<file path="src/hw/hdmi_island_pkg.sv">
package hdmi_island_pkg;

    // Packet type codes as sent in header byte 0
    typedef enum logic [7:0] {
        pkt_null          = 8'h00,
        pkt_audio_sample  = 8'h02,
        pkt_avi_infoframe = 8'h82
    } packet_type_e;

    // Phases of one data island, in the order they occur
    typedef enum logic [2:0] {
        st_idle,
        st_preamble,
        st_lead_guard,
        st_packet,
        st_trail_guard
    } island_state_e;

    localparam int packet_cycles   = 32; // Pixel clocks per packet
    localparam int preamble_cycles = 8;  // Control period preamble ahead of the island
    localparam int guard_cycles    = 2;  // Guard band length on each side of the packets
    localparam int max_packets     = 18; // Upper bound on packets per island

    // Bits of each BCH block that carry data, the rest is ECC
    localparam int header_bits    = 24;
    localparam int subpacket_bits = 56;

    // BCH(64,56) and BCH(32,24) generator, applied LSB first
    localparam logic [7:0] ecc_poly = 8'h83;

    localparam int iec_frames = 192; // Frames per IEC 60958 channel status block

    // AVI InfoFrame header fields
    localparam int avi_version = 2;
    localparam int avi_length  = 13;

endpackage

</file>
<file path="src/hw/island_scheduler.sv">
`timescale 1ns/1ps

module island_scheduler
    import hdmi_island_pkg::*;
(
    input  logic clk_pixel,
    input  logic rst_n,
    input  logic island_request, // Blanking available from video timing
    output logic preamble,
    output logic guard,
    output logic data_island_period,
    output logic packet_start     // Picker latch strobe, one cycle ahead of each packet
);

    island_state_e state;
    logic [4:0]    cycle_cnt;     // Position inside the current phase
    logic [4:0]    pkt_cnt;       // Packets already finished in this island
    logic          more_packets;  // Another packet follows the current one
    logic          phase_end;

    // Continue while blanking lasts and the packet limit is not reached
    assign more_packets = island_request && (pkt_cnt != 5'(max_packets - 1));

    always_comb
    begin
        case (state)
            st_preamble:    phase_end = (cycle_cnt == 5'(preamble_cycles - 1));
            st_lead_guard:  phase_end = (cycle_cnt == 5'(guard_cycles - 1));
            st_packet:      phase_end = (cycle_cnt == 5'(packet_cycles - 1));
            st_trail_guard: phase_end = (cycle_cnt == 5'(guard_cycles - 1));
            default:        phase_end = 1'b0;
        endcase
    end

    always_ff @(posedge clk_pixel or negedge rst_n)
    begin
        if (!rst_n)
        begin
            state     <= st_idle;
            cycle_cnt <= 5'd0;
            pkt_cnt   <= 5'd0;
        end
        else
        begin
            cycle_cnt <= phase_end ? 5'd0 : cycle_cnt + 5'd1; // Each phase restarts at 0
            case (state)
                st_idle:
                begin
                    cycle_cnt <= 5'd0; // Idle does not count
                    if (island_request)
                        state <= st_preamble;
                end
                st_preamble:
                    if (phase_end)
                        state <= st_lead_guard;
                st_lead_guard:
                    if (phase_end)
                    begin
                        state   <= st_packet;
                        pkt_cnt <= 5'd0;
                    end
                st_packet:
                    if (phase_end)
                    begin
                        if (more_packets)
                            pkt_cnt <= pkt_cnt + 5'd1; // Stay for the next slot
                        else
                            state <= st_trail_guard;
                    end
                st_trail_guard:
                    if (phase_end)
                        state <= st_idle;
                default:
                    state <= st_idle;
            endcase
        end
    end

    assign preamble           = (state == st_preamble);
    assign guard              = (state == st_lead_guard) || (state == st_trail_guard);
    assign data_island_period = (state == st_packet);

    // The picker output lags its strobe by one cycle, so pulse in the cycle before each packet
    assign packet_start = ((state == st_lead_guard) && phase_end)
                       || ((state == st_packet) && phase_end && more_packets);

endmodule

</file>
<file path="src/hw/packet_picker.sv">
`timescale 1ns/1ps

module packet_picker
    import hdmi_island_pkg::*;
(
    input  logic         clk_pixel,
    input  logic         rst_n,
    input  logic         packet_start,
    input  logic         frame_start,
    input  logic         audio_valid,
    input  logic [23:0]  audio_left,
    input  logic [23:0]  audio_right,
    input  logic [103:0] avi_payload,   // Data bytes 1 to 13, byte 1 in the low bits
    input  logic [7:0]   frame_counter,
    output packet_type_e packet_type,
    output logic [23:0]  header,
    output logic [55:0]  sub [3:0]
);

    logic         audio_pending;      // Stereo sample waiting for a packet
    logic         avi_pending;        // InfoFrame owed for the current video frame
    logic [23:0]  sample_left;
    logic [23:0]  sample_right;
    logic [5:0]   since_latch;        // Cycles since the last latch, saturating
    logic [7:0]   frame_count_next;   // IEC frame number the next packet will carry
    logic         b_flag;
    logic [7:0]   byte_sum;
    logic [7:0]   checksum;
    packet_type_e sel_type;
    logic [23:0]  header_next;
    logic [55:0]  sub_next [3:0];

    // Audio wins over the InfoFrame, null fills the rest
    always_comb
    begin
        if (audio_pending)
            sel_type = pkt_audio_sample;
        else if (avi_pending)
            sel_type = pkt_avi_infoframe;
        else
            sel_type = pkt_null;
    end

    // A strobe exactly one packet after the last latch ends an audio packet in flight.
    // The assembler bumps its count on that same edge, so look one frame ahead
    always_comb
    begin
        if ((since_latch == 6'(packet_cycles - 1)) && (packet_type == pkt_audio_sample))
            frame_count_next = (frame_counter == 8'(iec_frames - 1)) ? 8'd0 : frame_counter + 8'd1;
        else
            frame_count_next = frame_counter;
    end

    assign b_flag = (frame_count_next == 8'd0); // Start of a channel status block

    // The checksum cancels the header bytes and all payload bytes modulo 256
    always_comb
    begin
        byte_sum = 8'(pkt_avi_infoframe) + 8'(avi_version) + 8'(avi_length);
        for (int i = 0; i < avi_length; i++)
            byte_sum = byte_sum + avi_payload[8*i +: 8];
        checksum = 8'd0 - byte_sum;
    end

    always_comb
    begin
        header_next = 24'd0; // Null packet is all zero
        sub_next    = '{default: 56'd0};
        case (sel_type)
            pkt_audio_sample:
            begin
                // HB1 says layout 0 with only subpacket 0 present, HB2 bit 4 is B.0
                header_next = {3'b000, b_flag, 4'b0000, 8'h01, 8'(pkt_audio_sample)};
                // V, U and C stay 0, so the even parity covers just the sample bits
                sub_next[0] = {^sample_right, 3'b000, ^sample_left, 3'b000,
                               sample_right, sample_left};
            end
            pkt_avi_infoframe:
            begin
                header_next = {8'(avi_length), 8'(avi_version), 8'(pkt_avi_infoframe)};
                sub_next[0] = {avi_payload[47:0], checksum};  // Checksum then data bytes 1 to 6
                sub_next[1] = avi_payload[103:48];            // Data bytes 7 to 13
            end
            default: ;
        endcase
    end

    always_ff @(posedge clk_pixel or negedge rst_n)
    begin
        if (!rst_n)
        begin
            audio_pending <= 1'b0;
            avi_pending   <= 1'b0;
            packet_type   <= pkt_null;
            since_latch   <= 6'h3f;
        end
        else
        begin
            if (packet_start)
            begin
                packet_type <= sel_type;
                if (sel_type == pkt_audio_sample)
                    audio_pending <= 1'b0;
                if (sel_type == pkt_avi_infoframe)
                    avi_pending <= 1'b0;
            end
            if (audio_valid)
                audio_pending <= 1'b1; // A fresh sample stays pending even on a latch cycle
            if (frame_start)
                avi_pending <= 1'b1;
            if (packet_start)
                since_latch <= 6'd0;
            else if (since_latch != 6'h3f)
                since_latch <= since_latch + 6'd1;
        end
    end

    // Newer samples overwrite a pending one
    always_ff @(posedge clk_pixel)
    begin
        if (audio_valid)
        begin
            sample_left  <= audio_left;
            sample_right <= audio_right;
        end
    end

    always_ff @(posedge clk_pixel)
    begin
        if (packet_start)
        begin
            header <= header_next;
            sub    <= sub_next;
        end
    end

endmodule

</file>
<file path="src/hw/packet_assembler.sv">
`timescale 1ns/1ps

module packet_assembler
    import hdmi_island_pkg::*;
(
    input  logic         clk_pixel,
    input  logic         rst_n,
    input  logic         data_island_period,
    input  packet_type_e packet_type,
    input  logic [23:0]  header,
    input  logic [55:0]  sub [3:0],
    output logic [8:0]   packet_data,   // Lane 0 header block, lanes 1 to 8 subpacket pairs
    output logic [7:0]   frame_counter  // IEC 60958 frame of the current audio sample
);

    logic [4:0] counter;          // Bit slot inside the packet
    logic [5:0] bit_even;         // Subpacket bit sent on lanes 1 to 4
    logic [5:0] bit_odd;          // Subpacket bit sent on lanes 5 to 8
    logic [7:0] parity [4:0];     // Entry 4 protects the header
    logic [7:0] hdr_step;
    logic [7:0] sub_step1 [3:0];
    logic [7:0] sub_step2 [3:0];
    logic [31:0] bch4;
    logic [63:0] bch [3:0];

    assign bit_even = {counter, 1'b0};
    assign bit_odd  = {counter, 1'b1};

    // One LSB first LFSR step of the BCH encoder
    function automatic logic [7:0] next_ecc(input logic [7:0] ecc, input logic data_bit);
        if (ecc[0] ^ data_bit)
            return (ecc >> 1) ^ ecc_poly;
        return ecc >> 1;
    endfunction

    // Subpackets move two bits per cycle, so their parity needs two steps each cycle
    always_comb
    begin
        hdr_step = next_ecc(parity[4], header[counter]);
        for (int i = 0; i < 4; i++)
        begin
            sub_step1[i] = next_ecc(parity[i], sub[i][bit_even]);
            sub_step2[i] = next_ecc(sub_step1[i], sub[i][bit_odd]);
        end
    end

    // Parity rides behind the data, so bit 24 or pair 56 onwards reads out the ECC
    always_comb
    begin
        bch4 = {parity[4], header};
        packet_data[0] = bch4[counter];
        for (int i = 0; i < 4; i++)
        begin
            bch[i]             = {parity[i], sub[i]};
            packet_data[1 + i] = bch[i][bit_even];
            packet_data[5 + i] = bch[i][bit_odd];
        end
    end

    always_ff @(posedge clk_pixel or negedge rst_n)
    begin
        if (!rst_n)
        begin
            counter       <= 5'd0;
            parity        <= '{default: 8'd0};
            frame_counter <= 8'd0;
        end
        else if (data_island_period)
        begin
            counter <= counter + 5'd1; // Wraps to 0 at each packet boundary
            if (bit_odd < 6'(subpacket_bits))
                parity[3:0] <= sub_step2; // ECC is computed over data bits only
            if (counter < 5'(header_bits))
                parity[4] <= hdr_step;
            else if (counter == 5'(packet_cycles - 1))
            begin
                parity <= '{default: 8'd0}; // Fresh ECC for the next packet
                if (packet_type == pkt_audio_sample)
                    frame_counter <= (frame_counter == 8'(iec_frames - 1)) ? 8'd0
                                                                         : frame_counter + 8'd1;
            end
        end
    end

endmodule

</file>
<file path="src/hw/hdmi_island_top.sv">
`timescale 1ns/1ps

module hdmi_island_top
    import hdmi_island_pkg::*;
(
    input  logic         clk_pixel,
    input  logic         rst_n,
    input  logic         island_request,
    input  logic         frame_start,
    input  logic         audio_valid,
    input  logic [23:0]  audio_left,
    input  logic [23:0]  audio_right,
    input  logic [103:0] avi_payload,
    output logic         preamble,
    output logic         guard,
    output logic         data_island_period,
    output logic [8:0]   packet_data,
    output logic [7:0]   frame_counter
);

    logic         packet_start;
    packet_type_e packet_type;
    logic [23:0]  header;
    logic [55:0]  sub [3:0];

    // Framing of the island and the latch strobes for the picker
    island_scheduler scheduler_i (
        .clk_pixel          (clk_pixel),
        .rst_n              (rst_n),
        .island_request     (island_request),
        .preamble           (preamble),
        .guard              (guard),
        .data_island_period (data_island_period),
        .packet_start       (packet_start)
    );

    packet_picker picker_i (
        .clk_pixel     (clk_pixel),
        .rst_n         (rst_n),
        .packet_start  (packet_start),
        .frame_start   (frame_start),
        .audio_valid   (audio_valid),
        .audio_left    (audio_left),
        .audio_right   (audio_right),
        .avi_payload   (avi_payload),
        .frame_counter (frame_counter), // Feeds the B flag of the next sample
        .packet_type   (packet_type),
        .header        (header),
        .sub           (sub)
    );

    packet_assembler assembler_i (
        .clk_pixel          (clk_pixel),
        .rst_n              (rst_n),
        .data_island_period (data_island_period),
        .packet_type        (packet_type),
        .header             (header),
        .sub                (sub),
        .packet_data        (packet_data),
        .frame_counter      (frame_counter)
    );

endmodule

</file>
<file path="config.mk">
export PLATFORM = sky130hd
export DESIGN_NAME = hdmi_island_top
export DESIGN_NICKNAME = d
export VERILOG_FILES = /design/src/hw/hdmi_island_pkg.sv /design/src/hw/island_scheduler.sv /design/src/hw/packet_picker.sv /design/src/hw/packet_assembler.sv /design/src/hw/hdmi_island_top.sv
export SDC_FILE = /design/constraint.sdc
export NUM_CORES = 1
export LEC_CHECK = 0
export BUFFER_PORTS_ARGS = -buffer_cell sky130_fd_sc_hd__buf_2
export CORE_MARGIN = 5
export CORE_UTILIZATION = 30
export CTS_CLUSTER_SIZE = 14
export DETAILED_ROUTE_END_ITERATION = 8
export PLACE_DENSITY = 0.55
export SETUP_SLACK_MARGIN = 0.05
export SLEW_MARGIN = 20
export SYNTH_ARGS = -nofsm -noshare
export SYNTH_HDL_FRONTEND = slang
export SYNTH_SLANG_ARGS = --single-unit
</file>
<file path="constraint.sdc">
create_clock -name clk_pixel -period 3.2 [get_ports clk_pixel]
set_input_delay 0.64 -clock clk_pixel [delete_from_list [all_inputs] [get_ports clk_pixel]]
set_output_delay 0.64 -clock clk_pixel [all_outputs]
set_load 0.1 [all_outputs]
</file>
==> results.py, run 1 <==
metrics = {
    "floorplan": {
        "floorplan.die.height_um": 225,
        "row_count": 78,
        "core_area_mm2": 0.0456,
        "io_pins": 177,
        "fp.dieArea_mm2": 0.0507,
        "initial_core_util_pct": 30.5,
        "die_width_um": 225,
    },
    "hold_path": {
        "min-delay-path-class": "primary input to async pin",
    },
    "sta": {
        "hold_viol": 0,
        "fmax_mhz": 201,
        "worst_hold_slack_ps": 143,
        "finalSetupViolations": 6,
        "report.final.slew_viol_count": 0,
        "max_slew.worst_pin.slew_ps": 852,
        "timing.clock.skew_ps": 24.1,
        "worst_slack_ps": -1770,
        "unrepaired_setup_endpoints_after_global_routing": "true",
        "period_share_pct": 155,
        "slew_headroom_pct": 43.2,
        "post-route-min-period_ps": 4970,
        "setup_total_negative_slack_ps": -7280,
    },
    "routing": {
        "first_iter_violations": 512,
        "drc": 0,
        "finalWirelength_um": 38000,
        "detailroute.via_count": 9328,
        "routedWlPerCell_um": 18.9,
        "vias_per_cell": 4.64,
        "antenna_violation_net_count_after_detailed_routing": 0,
        "drtPass1Iterations": 5,
        "detailroute.wirelength.met3_um": 1560,
        "met2_routed_length_um": 18900,
        "dr.max_layer_used": "met5",
        "drt-met1-wl_um": 16600,
    },
    "global_route": {
        "global_route.usage.total_pct": 14.7,
        "number_of_global_route_vias_before_repair": 9740,
        "grt_first_pass_wirelength_um": 57600,
        "globalRoute.totalOverflow": 0,
        "antenna_violations_before_repair": 2,
        "grt_start_max_net_pins": 54,
    },
    "clock_network": {
        "holdBufCountCts": 0,
        "clk_path_buf_depth": 3,
        "cts.root.buffer_cell": "sky130_fd_sc_hd__clkbuf_16",
        "cts_tree": "yes",
        "number_of_levels_in_the_clock_h_tree": 1,
        "clock_sink_count": 240,
        "cts-buffers-inserted": 30,
        "worst_setup_hold_path_clk_slew_ps": 60,
        "clk_latency_ps": 570,
    },
    "power": {
        "power.density_mw_per_mm2": 1070,
        "vdd_ir_drop_max_uv": 1100,
        "static-leakage-power_nw": 7.14,
        "post-layout-total-power_mw": 18.5,
    },
    "critical_path": {
        "worst_r2r_startpoint": "assembler_i.counter[0]$_DFFE_PN0P_",
        "timing.critical_path.fanout_max": 2,
        "critical_path_arrival_ps": 5280,
        "worstSetupPathType": "primary input to flop",
        "worstSetupEndpointType": "flop",
        "worst_setup_path_startpoint": "avi_payload[51]",
        "worst_ep_required_time_ps": 3520,
        "cp-start-kind": "primary input",
    },
    "flow_run": {
        "maxCapViolCount": 0,
    },
    "layout": {
        "fillers": 4412,
        "final_core_util_pct": 38.0,
        "finalNonFillerCells": 2009,
        "stdcell_area_mm2": 0.0173,
        "drive_above_1_share_pct": 30.1,
        "syn2layout_area_growth_pct": 24.7,
        "nNetsFinal": 1633,
    },
    "logic_synthesis": {
        "ys_dominant_reg_cell": "sky130_fd_sc_hd__edfxtp_1",
        "synthMostInstantiatedCell": "sky130_fd_sc_hd__nand2_1",
        "synth_sequential_area_ratio_pct": 49.2,
        "async_reset_ff_share_pct": 31.7,
        "yosys_warnings": 0,
        "synthTopCellsByCount": "sky130_fd_sc_hd__nand2_1, sky130_fd_sc_hd__edfxtp_1, sky130_fd_sc_hd__inv_1",
        "synth_largest_type_area_fraction_pct": 35.5,
        "ys_top_cells_by_area": "sky130_fd_sc_hd__edfxtp_1, sky130_fd_sc_hd__dfrtp_1, sky130_fd_sc_hd__fa_1",
        "synthesis.instances": 1158,
        "postSynthRegisterBits": 240,
        "synth_enable_flop_cells": 164,
        "synth_area_leader_cell": "sky130_fd_sc_hd__edfxtp_1",
        "synthesis.area_per_instance_um2": 12.0,
        "synth.net_count": 1406,
        "syn_area_mm2": 0.0139,
        "ys_types": 74,
    },
    "outcome": {
        "run_status": "finished, violations left",
        "violations_in_the_final_reports": "negative setup slack",
    },
    "place": {
        "dp_worst_setup_slack_ps": -2450,
        "placed_area_mm2": 0.0157,
        "buffer_ports.inserted": 176,
        "dp.final_hpwl_um": 29100,
        "gp_routability_congestion": 0.825,
        "post-place-cells": 1925,
    },
}
==> cell usage in the layout, fill, tap and decap left out, drive strengths merged, types with 3 or more instances in the layout <==
| cell type | synthesis | final |
|---|---|---|
| mux2i | 29 | 29 |
| and2 | 65 | 65 |
| xor2 | 21 | 21 |
| dfrtp | 70 | 70 |
| nand3 | 16 | 16 |
| edfxtp | 164 | 164 |
| xnor2 | 83 | 83 |
| o21ai | 78 | 78 |
| clkinv | 0 | 12 |
| nand2 | 175 | 175 |
| o2bb2ai | 3 | 3 |
| a211oi | 7 | 7 |
| o21bai | 3 | 3 |
| a21oi | 35 | 35 |
| inv | 86 | 86 |
| nor3 | 4 | 4 |
| a22o | 14 | 14 |
| ha | 22 | 22 |
| mux2 | 4 | 4 |
| mux4 | 27 | 27 |
| nand4 | 6 | 6 |
| nor2 | 37 | 37 |
| o211ai | 5 | 5 |
| fa | 69 | 69 |
| a31oi | 5 | 5 |
| buf | 14 | 251 |
| or2 | 4 | 4 |
| nand2b | 7 | 7 |
| dfstp | 6 | 6 |
| clkbuf | 42 | 41 |
| nor2b | 8 | 8 |
| and3 | 7 | 7 |
| and2b | 4 | 4 |
| nor4 | 3 | 3 |
| a21o | 7 | 7 |
==> worst paths after layout <==
path | end | slack [ps] | cells past startpoint
hold / removal | assembler_i.bch[250]$_DFFE_PN0P_ | 140 | 1
min in group clk_pixel | picker_i.sample_right[18]$_DFFE_PP_ | 250 | 1
hold reg to reg | picker_i.packet_type[7]$_DFFE_PN0N_ | 480 | 2
setup reg to reg | assembler_i.bch[121]$_DFFE_PN0P_ | 400 | 11
max in group asynchronous | assembler_i.bch[190]$_DFFE_PN0P_ | 2370 | 2
setup / recovery | picker_i.sub[7]$_DFFE_PN_ | -1770 | 18
==> layout make-up <==
| class | count | area [um2] | area share, % |
|---|---|---|---|
| repair buffers | 251 | 1800 | 10.4 |
| clock inverters | 14 | 129 | 0.744 |
| multi-input cells | 776 | 6600 | 38.1 |
| inverters | 86 | 340 | 1.96 |
| clock buffers | 41 | 855 | 4.93 |
| flip-flops and latches | 240 | 6840 | 39.5 |
| diodes | 1 | 2.50 | 0.0144 |
| well taps | 600 | 751 | 4.33 |
==> kinds of logic after synthesis <==
kind of cell | after synthesis | synth area share (%)
muxes | 60 | 7.09
xor gates and xnor gates | 105 | 6.94
adders and majority gates | 91 | 11.9
AOI/OAI and AO/OA | 173 | 7.88
and+or+nand+nor | 347 | 12.1
DFF | 240 | 49.2
buffers and inverters | 142 | 4.83
==> worst max-delay path, cell delays in order <==
cell	delay, ps
sky130_fd_sc_hd__buf_6	100
sky130_fd_sc_hd__fa_1	520
sky130_fd_sc_hd__fa_1	540
sky130_fd_sc_hd__inv_2	40
sky130_fd_sc_hd__fa_1	560
sky130_fd_sc_hd__fa_1	430
sky130_fd_sc_hd__fa_1	500
sky130_fd_sc_hd__inv_2	40
sky130_fd_sc_hd__fa_1	490
sky130_fd_sc_hd__inv_2	50
sky130_fd_sc_hd__ha_4	150
sky130_fd_sc_hd__fa_2	330
sky130_fd_sc_hd__a21o_1	180
sky130_fd_sc_hd__a21oi_2	130
sky130_fd_sc_hd__xnor2_1	140
sky130_fd_sc_hd__xnor2_1	150
sky130_fd_sc_hd__xnor2_1	100
sky130_fd_sc_hd__a22o_1	190
==> layer usage <==
metal | GRT usage [%] | up-vias
met5 | 0 | -
met4 | 3.69 | 2
li1 | - | 4430
met2 | 25.2 | 194
met3 | 2.28 | 51
met1 | 19.7 | 4651
==> state kept, by name, summed over array words and instances (netlist names), 4 cells and up <==
| name | count |
|---|---|
| scheduler_i.cycle_cnt | 5 |
| picker_i.sample_left | 24 |
| picker_i.sample_right | 24 |
| picker_i.since_latch | 6 |
| assembler_i.counter | 5 |
| assembler_i.bch4 | 8 |
| assembler_i.bch | 32 |
| assembler_i.frame_counter | 8 |
| scheduler_i.pkt_cnt | 5 |
| picker_i.header | 4 |
| picker_i.sub | 112 |
==> where the power goes <==
part | switching (mW) | internal, mW | total, mW
Clock | 1.33 | 2.02 | 3.35
Sequential | 0.519 | 3.96 | 4.48
Combinational | 5.40 | 5.29 | 10.7
==> repair_timing <==
item | CTS | global route
buffers inserted | 12 | 15
hold endpoints to repair | 0 | 0
setup endpoints to repair | 16 | 12
resized for setup | 94 | 23
pin swaps | 23 | 14
gates cloned | 2 | 0
(Power assumes the default switching activity.)
==> run 2: changes to the inputs <==
ABC_AREA = 1   (was not set)
CAP_MARGIN = 15   (was not set)
PLACE_DENSITY = not set   (was 0.55)
==> run 2 against run 1 <==
The run still ends with negative setup slack left. Worst setup slack better by 270 ps. Core utilization up 1.1 points. Power grew 3.4%. Fmax increased by 5.7%. Global-route usage increased by 1.0 points. Clock skew fell by 15 ps. Sequential share of layout area is 1.0 points lower. Flip-flop and latch count unchanged. Hold slack lost 72 ps. Die area is 0.51% lower. Count of clock-buffer cells in the layout shrank 3. Sequential power shrank 2%. Largest cell class unchanged. Highest routed layer unchanged.
==> results.py, run 2 <==
metrics = {
    "sta": {
        "timing.clock.skew_ps": 8.82,
        "hold_viol": 0,
        "fmax_mhz": 213,
        "max_slew.worst_pin.slew_ps": 655,
        "post-route-min-period_ps": 4700,
        "report.final.slew_viol_count": 0,
        "finalSetupViolations": 6,
        "period_share_pct": 147,
        "unrepaired_setup_endpoints_after_global_routing": "true",
        "worst_slack_ps": -1500,
        "setup_total_negative_slack_ps": -6630,
        "worst_hold_slack_ps": 71.0,
        "slew_headroom_pct": 56.0,
    },
    "clock_network": {
        "worst_setup_hold_path_clk_slew_ps": 60,
        "clock_sink_count": 240,
        "holdBufCountCts": 0,
        "number_of_levels_in_the_clock_h_tree": 1,
        "clk_path_buf_depth": 3,
        "clk_latency_ps": 560,
        "cts_tree": "yes",
        "cts-buffers-inserted": 28,
        "cts.root.buffer_cell": "sky130_fd_sc_hd__clkbuf_16",
    },
    "critical_path": {
        "critical_path_arrival_ps": 5010,
        "cell_repeated_most_along_the_worst_path": "sky130_fd_sc_hd__nand2_1",
        "worstSetupEndpointType": "flop",
        "cp.buffers_inverters": 2,
        "worstPathCellList": "buf_2 > fa_1 > fa_2 > fa_2 > fa_1 > fa_1 > inv_2 > fa_2 > xor2_2 > xnor2_2 > xnor2_2 > xor2_1 > nand2_1 > nand2_1 > nand2_1 > nand3_1 > nand2_1",
        "critPathMaxStageDelay_ps": 630,
        "worstSetupPathType": "primary input to flop",
        "highest_delay_cell_along_the_critical_path": "sky130_fd_sc_hd__fa_2",
        "timing.critical_path.fanout_max": 2,
        "worst_ep_required_time_ps": 3510,
        "cp-start-kind": "primary input",
        "critPathTopFamily": "adder cells",
    },
    "power": {
        "power.clock.fraction_pct": 16.8,
        "switching_power_mw": 8.37,
        "power.share.switching_pct": 43.7,
        "post-layout-total-power_mw": 19.2,
        "static-leakage-power_nw": 7.91,
        "power_share_of_the_combinational_group_pct": 60.4,
        "internal_power_mw": 10.8,
        "vdd_ir_drop_max_uv": 890,
        "power.density_mw_per_mm2": 1080,
        "power.share.sequential_pct": 22.9,
    },
    "logic_synthesis": {
        "ys_dominant_reg_cell": "sky130_fd_sc_hd__edfxtp_1",
        "synth.net_count": 1666,
        "synth_area_leader_cell": "sky130_fd_sc_hd__edfxtp_1",
        "synth_sequential_area_ratio_pct": 49.5,
        "ys_top_cells_by_area": "sky130_fd_sc_hd__edfxtp_1, sky130_fd_sc_hd__dfrtp_1, sky130_fd_sc_hd__fa_1",
        "synthesis.area_per_instance_um2": 9.74,
        "synthMostInstantiatedCell": "sky130_fd_sc_hd__nand2_1",
        "async_reset_ff_share_pct": 31.7,
        "postSynthRegisterBits": 240,
        "synthTopCellsByCount": "sky130_fd_sc_hd__nand2_1, sky130_fd_sc_hd__inv_1, sky130_fd_sc_hd__edfxtp_1",
        "synthesis.instances": 1418,
        "syn_area_mm2": 0.0138,
        "yosys_warnings": 0,
        "ys_types": 46,
        "synth_enable_flop_cells": 164,
        "synth_largest_type_area_fraction_pct": 35.7,
    },
    "layout": {
        "largest_reg_flops": 112,
        "syn2layout_area_growth_pct": 28.8,
        "final_core_util_pct": 39.1,
        "regMostFlops": "picker_i.sub",
        "nNetsFinal": 1938,
        "fillers": 4449,
        "finalNonFillerCells": 2314,
        "layout_common_cells": "sky130_fd_sc_hd__nand2_1, sky130_fd_sc_hd__inv_1, sky130_fd_sc_hd__edfxtp_1",
        "mostFrequentLayoutCell": "sky130_fd_sc_hd__nand2_1",
        "drive_above_1_share_pct": 27.0,
    },
    "floorplan": {
        "fp.dieArea_mm2": 0.0504,
        "row_count": 78,
        "io_pins": 177,
        "die_width_um": 225,
        "floorplan.die.height_um": 225,
        "core_area_mm2": 0.0455,
        "initial_core_util_pct": 30.4,
    },
    "routing": {
        "first_iter_violations": 771,
        "detailroute.wirelength.met3_um": 2180,
        "drt-met1-wl_um": 17600,
        "drc": 0,
        "antenna_violation_net_count_after_detailed_routing": 0,
        "dr.max_layer_used": "met5",
        "finalWirelength_um": 41800,
        "routedWlPerCell_um": 18.1,
        "vias_per_cell": 4.74,
        "detailroute.via_count": 11000,
        "drtPass1Iterations": 5,
        "met2_routed_length_um": 20400,
    },
    "place": {
        "post-place-cells": 2215,
        "dp.final_hpwl_um": 30500,
        "buffer_ports.inserted": 176,
        "gp_routability_congestion": 0.913,
    },
    "global_route": {
        "number_of_global_route_vias_before_repair": 11100,
        "global_route.usage.total_pct": 15.7,
        "grt_start_max_net_pins": 82,
        "antenna_violations_before_repair": 3,
        "globalRoute.totalOverflow": 0,
        "grt_first_pass_wirelength_um": 62200,
    },
    "outcome": {
        "run_status": "finished, violations left",
        "violations_in_the_final_reports": "negative setup slack",
    },
    "hold_path": {
        "min-delay-path-class": "primary input to async pin",
    },
    "flow_run": {
        "maxCapViolCount": 0,
    },
}
run 2: changes by cell type after synthesis, sizes merged, moves of 31 or more:
| cell | before | now |
|---|---|---|
| and2 | 65 | 1 |
| inv | 86 | 212 |
| nand2 | 175 | 254 |
| nand3 | 16 | 82 |
| nor2 | 37 | 168 |
| xnor2 | 83 | 52 |
run 2: logic make-up (layout without fill, tap and decap cells):
group                    Yosys count  after routing  share of synthesized area (%)
XOR/XNOR                          84             84                           5.33
AO/OA/AOI/OAI                    198            198                           8.82
AND/OR/NAND/NOR                  538            539                           16.3
other                              0              2                              0
adder cells (fa/ha/maj)           91             91                           12.0
buffers and inverters            267            560                           8.09
flip-flops                       240            240                           49.5
run 2: worst register-to-register path: cells and delay by family (launching register included):
kind | cells | cell delay, ps
adders and majority gates | 2 | 380
and+or+nand+nor | 3 | 840
DFF | 1 | 540
AOI/OAI and AO/OA | 1 | 290
buffers and inverters | 4 | 440
run 2: cell type report:
type / count / area (um2) / share of cell area, %
Clock inverter: 14 / 124 / 0.696
Inverter: 214 / 836 / 4.70
Multi-Input combinational cell: 912 / 6200 / 34.9
Sequential cell: 240 / 6840 / 38.5
Antenna cell: 2 / 5.00 / 0.0281
Clock buffer: 38 / 788 / 4.43
Timing Repair Buffer: 293 / 2230 / 12.6
Tap cell: 600 / 751 / 4.22
Timing Repair inverter: 1 / 8.76 / 0.0492
run 2: final timing paths:
| kind | from | to | slack [ps] | cells after the start |
|---|---|---|---|---|
| max in group asynchronous | rst_n | picker_i.since_latch[2]$_DFFE_PN1P_ | 2480 | 2 |
| hold / removal | rst_n | scheduler_i.pkt_cnt[3]$_DFFE_PN0P_ | 70 | 1 |
| hold reg to reg | scheduler_i.cycle_cnt[0]$_DFF_PN0_ | scheduler_i.cycle_cnt[0]$_DFF_PN0_ | 500 | 1 |
| setup reg to reg | assembler_i.counter[0]$_DFFE_PN0P_ | assembler_i.frame_counter[1]$_DFFE_PN0P_ | 610 | 10 |
| min in group clk_pixel | audio_left[14] | picker_i.sample_left[14]$_DFFE_PP_ | 260 | 1 |
| setup / recovery | avi_payload[78] | picker_i.sub[7]$_DFFE_PN_ | -1500 | 17 |
run 2: metal layers:
layer / track usage [%] / vias to the layer above
li1: - / 5165
met1: 20.6 / 5354
met2: 26.8 / 359
met3: 2.57 / 81
met4: 4.93 / 2
met5: 0 / -
run 2: power by group through the flow:
stage	logic, mW	clock network, mW	registers, mW
final	11.6	3.21	4.38
after CTS	10.1	3.28	4.36
after global routing	12.6	3.40	4.45
after global placement	9.25	0	4.40
after detailed placement	9.39	0	4.42
after floorplan	6.55	0	4.27
run 2: what timing repair did:
action,4_1_cts,5_1_grt
resized for setup,49,92
endpoints found under the setup margin,13,12
buffers inserted,12,27
pin swaps,30,52
gates cloned,2,3
run 2: per-stage QoR:
step | worst slack (ps) | instance area (um2)
after CTS | -1480 | 17100
after detailed placement | -2180 | 15900
final | -1500 | 17800
after floorplan | -1680 | 13900
after global routing | -1590 | 17800
after global placement | -2190 | 15900
==> run 3: changes to the inputs <==
CTS_BUF_LIST = sky130_fd_sc_hd__clkbuf_16   (was not set)
SKIP_LAST_GASP = 1   (was not set)
==> run 3 against run 2 <==
The flow still finishes with violations (negative setup slack). Power increased by 0.31%. Final area decreased by 0.18%. First-iteration DRC count is 3.9% higher. Via count decreased by 0.71%. Flip-flop and latch count stayed put. Count of clock-buffer cells in the layout decreased by 8. Core utilization shrank 0.071 points. Routed wire length hardly changed. Worst setup slack got worse by 41 ps. Critical path type unchanged. Highest routed layer unchanged.
==> results.py, run 3 (synthesis results as in run 2) <==
metrics = {
    "clock_network": {
        "worst_setup_hold_path_clk_slew_ps": 60,
        "cts_tree": "yes",
        "clk_path_buf_depth": 3,
        "clk_latency_ps": 560,
        "clock_sink_count": 240,
        "number_of_levels_in_the_clock_h_tree": 1,
        "cts-buffers-inserted": 28,
        "holdBufCountCts": 0,
        "cts.root.buffer_cell": "sky130_fd_sc_hd__clkbuf_16",
    },
    "layout": {
        "largest_reg_flops": 112,
        "layout_common_cells": "sky130_fd_sc_hd__nand2_1, sky130_fd_sc_hd__inv_1, sky130_fd_sc_hd__edfxtp_1",
        "multiInputGateArea_mm2": 0.00618,
        "regMostFlops": "picker_i.sub",
        "seq_area_mm2": 0.00684,
        "mostFrequentLayoutCell": "sky130_fd_sc_hd__nand2_1",
        "final_core_util_pct": 39.0,
        "syn2layout_area_growth_pct": 28.5,
        "fillers": 4451,
        "nNetsFinal": 1939,
        "drive_above_1_share_pct": 26.2,
    },
    "flow_run": {
        "maxCapViolCount": 0,
    },
    "critical_path": {
        "worst-r2r-setup-slack_ps": 620,
        "r2r-end": "assembler_i.frame_counter[1]$_DFFE_PN0P_",
        "cell_repeated_most_along_the_worst_path": "sky130_fd_sc_hd__fa_1",
        "critPathTopFamily": "adder cells",
        "worst-r2r-cell-count": 10,
        "worstSetupPathType": "primary input to flop",
        "highest_delay_cell_along_the_critical_path": "sky130_fd_sc_hd__fa_2",
        "worst_ep_required_time_ps": 3510,
        "worstPathCellList": "buf_8 > inv_8 > fa_2 > fa_2 > fa_1 > fa_1 > fa_1 > inv_2 > fa_1 > inv_2 > ha_4 > fa_2 > nand2_2 > inv_2 > o21ai_1 > and2_4 > nand2_1 > nand3_1 > nand2_1",
        "timing.critical_path.fanout_max": 2,
        "critPathMaxStageDelay_ps": 620,
        "cp-start-kind": "primary input",
        "worst_r2r_startpoint": "assembler_i.counter[0]$_DFFE_PN0P_",
        "cp.buffers_inverters": 5,
        "critical_path_arrival_ps": 5050,
        "worstSetupEndpointType": "flop",
    },
    "place": {
        "gp_routability_congestion": 0.913,
        "dp_worst_setup_slack_ps": -2180,
        "buffer_ports.inserted": 176,
        "dp.final_hpwl_um": 30500,
    },
    "power": {
        "static-leakage-power_nw": 7.95,
        "power.density_mw_per_mm2": 1080,
        "vdd_ir_drop_max_uv": 1080,
    },
    "sta": {
        "worst_slack_ps": -1540,
        "period_share_pct": 148,
        "unrepaired_setup_endpoints_after_global_routing": "true",
        "finalSetupViolations": 6,
        "slew_headroom_pct": 54.3,
        "timing.clock.skew_ps": 11.7,
        "report.final.slew_viol_count": 0,
        "post-route-min-period_ps": 4740,
        "worst_hold_slack_ps": 70.6,
        "max_slew.worst_pin.slew_ps": 681,
        "fmax_mhz": 211,
        "hold_viol": 0,
    },
    "routing": {
        "met2_routed_length_um": 20400,
        "routedWlPerCell_um": 18.1,
        "dr.max_layer_used": "met5",
        "vias_per_cell": 4.70,
        "detailroute.via_count": 10900,
        "drt-met1-wl_um": 17500,
        "drtPass1Iterations": 5,
        "drc": 0,
        "detailroute.wirelength.met3_um": 2380,
        "antenna_violation_net_count_after_detailed_routing": 0,
        "finalWirelength_um": 41800,
        "first_iter_violations": 801,
    },
    "floorplan": {
        "die_width_um": 225,
        "floorplan.die.height_um": 225,
        "io_pins": 177,
        "initial_core_util_pct": 30.4,
        "fp.dieArea_mm2": 0.0504,
        "core_area_mm2": 0.0455,
        "row_count": 78,
    },
    "global_route": {
        "global_route.usage.total_pct": 15.7,
        "antenna_violations_before_repair": 3,
        "number_of_global_route_vias_before_repair": 11100,
        "grt_start_max_net_pins": 82,
        "grt_first_pass_wirelength_um": 62200,
        "globalRoute.totalOverflow": 0,
    },
    "outcome": {
        "run_status": "finished, violations left",
        "violations_in_the_final_reports": "negative setup slack",
    },
    "hold_path": {
        "min-delay-path-class": "primary input to async pin",
    },
}
[run 3: worst register-to-register path, delay by kind of cell, from the launching register on]
kind                       cells  cell delay [ps]
AOI/OAI and AO/OA              1              290
adders and majority gates      2              380
buffers and inverters          4              440
DFF                            1              540
and+or+nand+nor                3              830
[run 3: power by group]
group          switching [mW]  internal [mW]
sequential              0.432           3.95
combinational            6.67           4.99
clock                    1.33           1.84
[run 3: metrics by stage]
step | instances | TNS (ps) | cell area [um2] | power, mW
final | 2315 | -6790 | 17800 | 19.2
after global routing | 2314 | -7390 | 17700 | 20.5
after CTS | 2281 | -6520 | 17100 | 17.7
after detailed placement | 2215 | -11060 | 15900 | 13.8
after global placement | 2215 | -11050 | 15900 | 13.7
after floorplan | 1418 | -8130 | 13900 | 10.8
[run 3: worst max path at each step]
stage	from	depth (start not counted)	end
after floorplan	avi_payload[83]	18	picker_i.sub[7]$_DFFE_PN_
after global placement	avi_payload[69]	17	picker_i.sub[7]$_DFFE_PN_
after detailed placement	avi_payload[69]	17	picker_i.sub[7]$_DFFE_PN_
after CTS	avi_payload[70]	17	picker_i.sub[7]$_DFFE_PN_
after global routing	avi_payload[83]	19	picker_i.sub[7]$_DFFE_PN_
final	avi_payload[83]	19	picker_i.sub[7]$_DFFE_PN_
[run 3: what timing repair did]
action,in CTS,in global routing
endpoints found under the setup margin,13,12
pin swaps,30,52
gates cloned,2,3
resized for setup,45,83
setup buffers,12,28
[run 3: final cells by class]
cell class                      instances  area share [%]
Tap cell                              600            4.23
Inverter                              214            4.71
Multi-Input combinational cell        912            34.8
Clock inverter                         22           0.867
Timing Repair inverter                  1          0.0493
Antenna cell                            2          0.0282
Timing Repair Buffer                  294            12.6
Sequential cell                       240            38.5
Clock buffer                           30            4.23
[run 3: metal layers]
layer | up-vias | global-route usage, %
li1 | 5161 | -
met3 | 78 | 2.57
met1 | 5302 | 20.6
met2 | 340 | 26.8
met5 | - | 0
met4 | 2 | 4.93
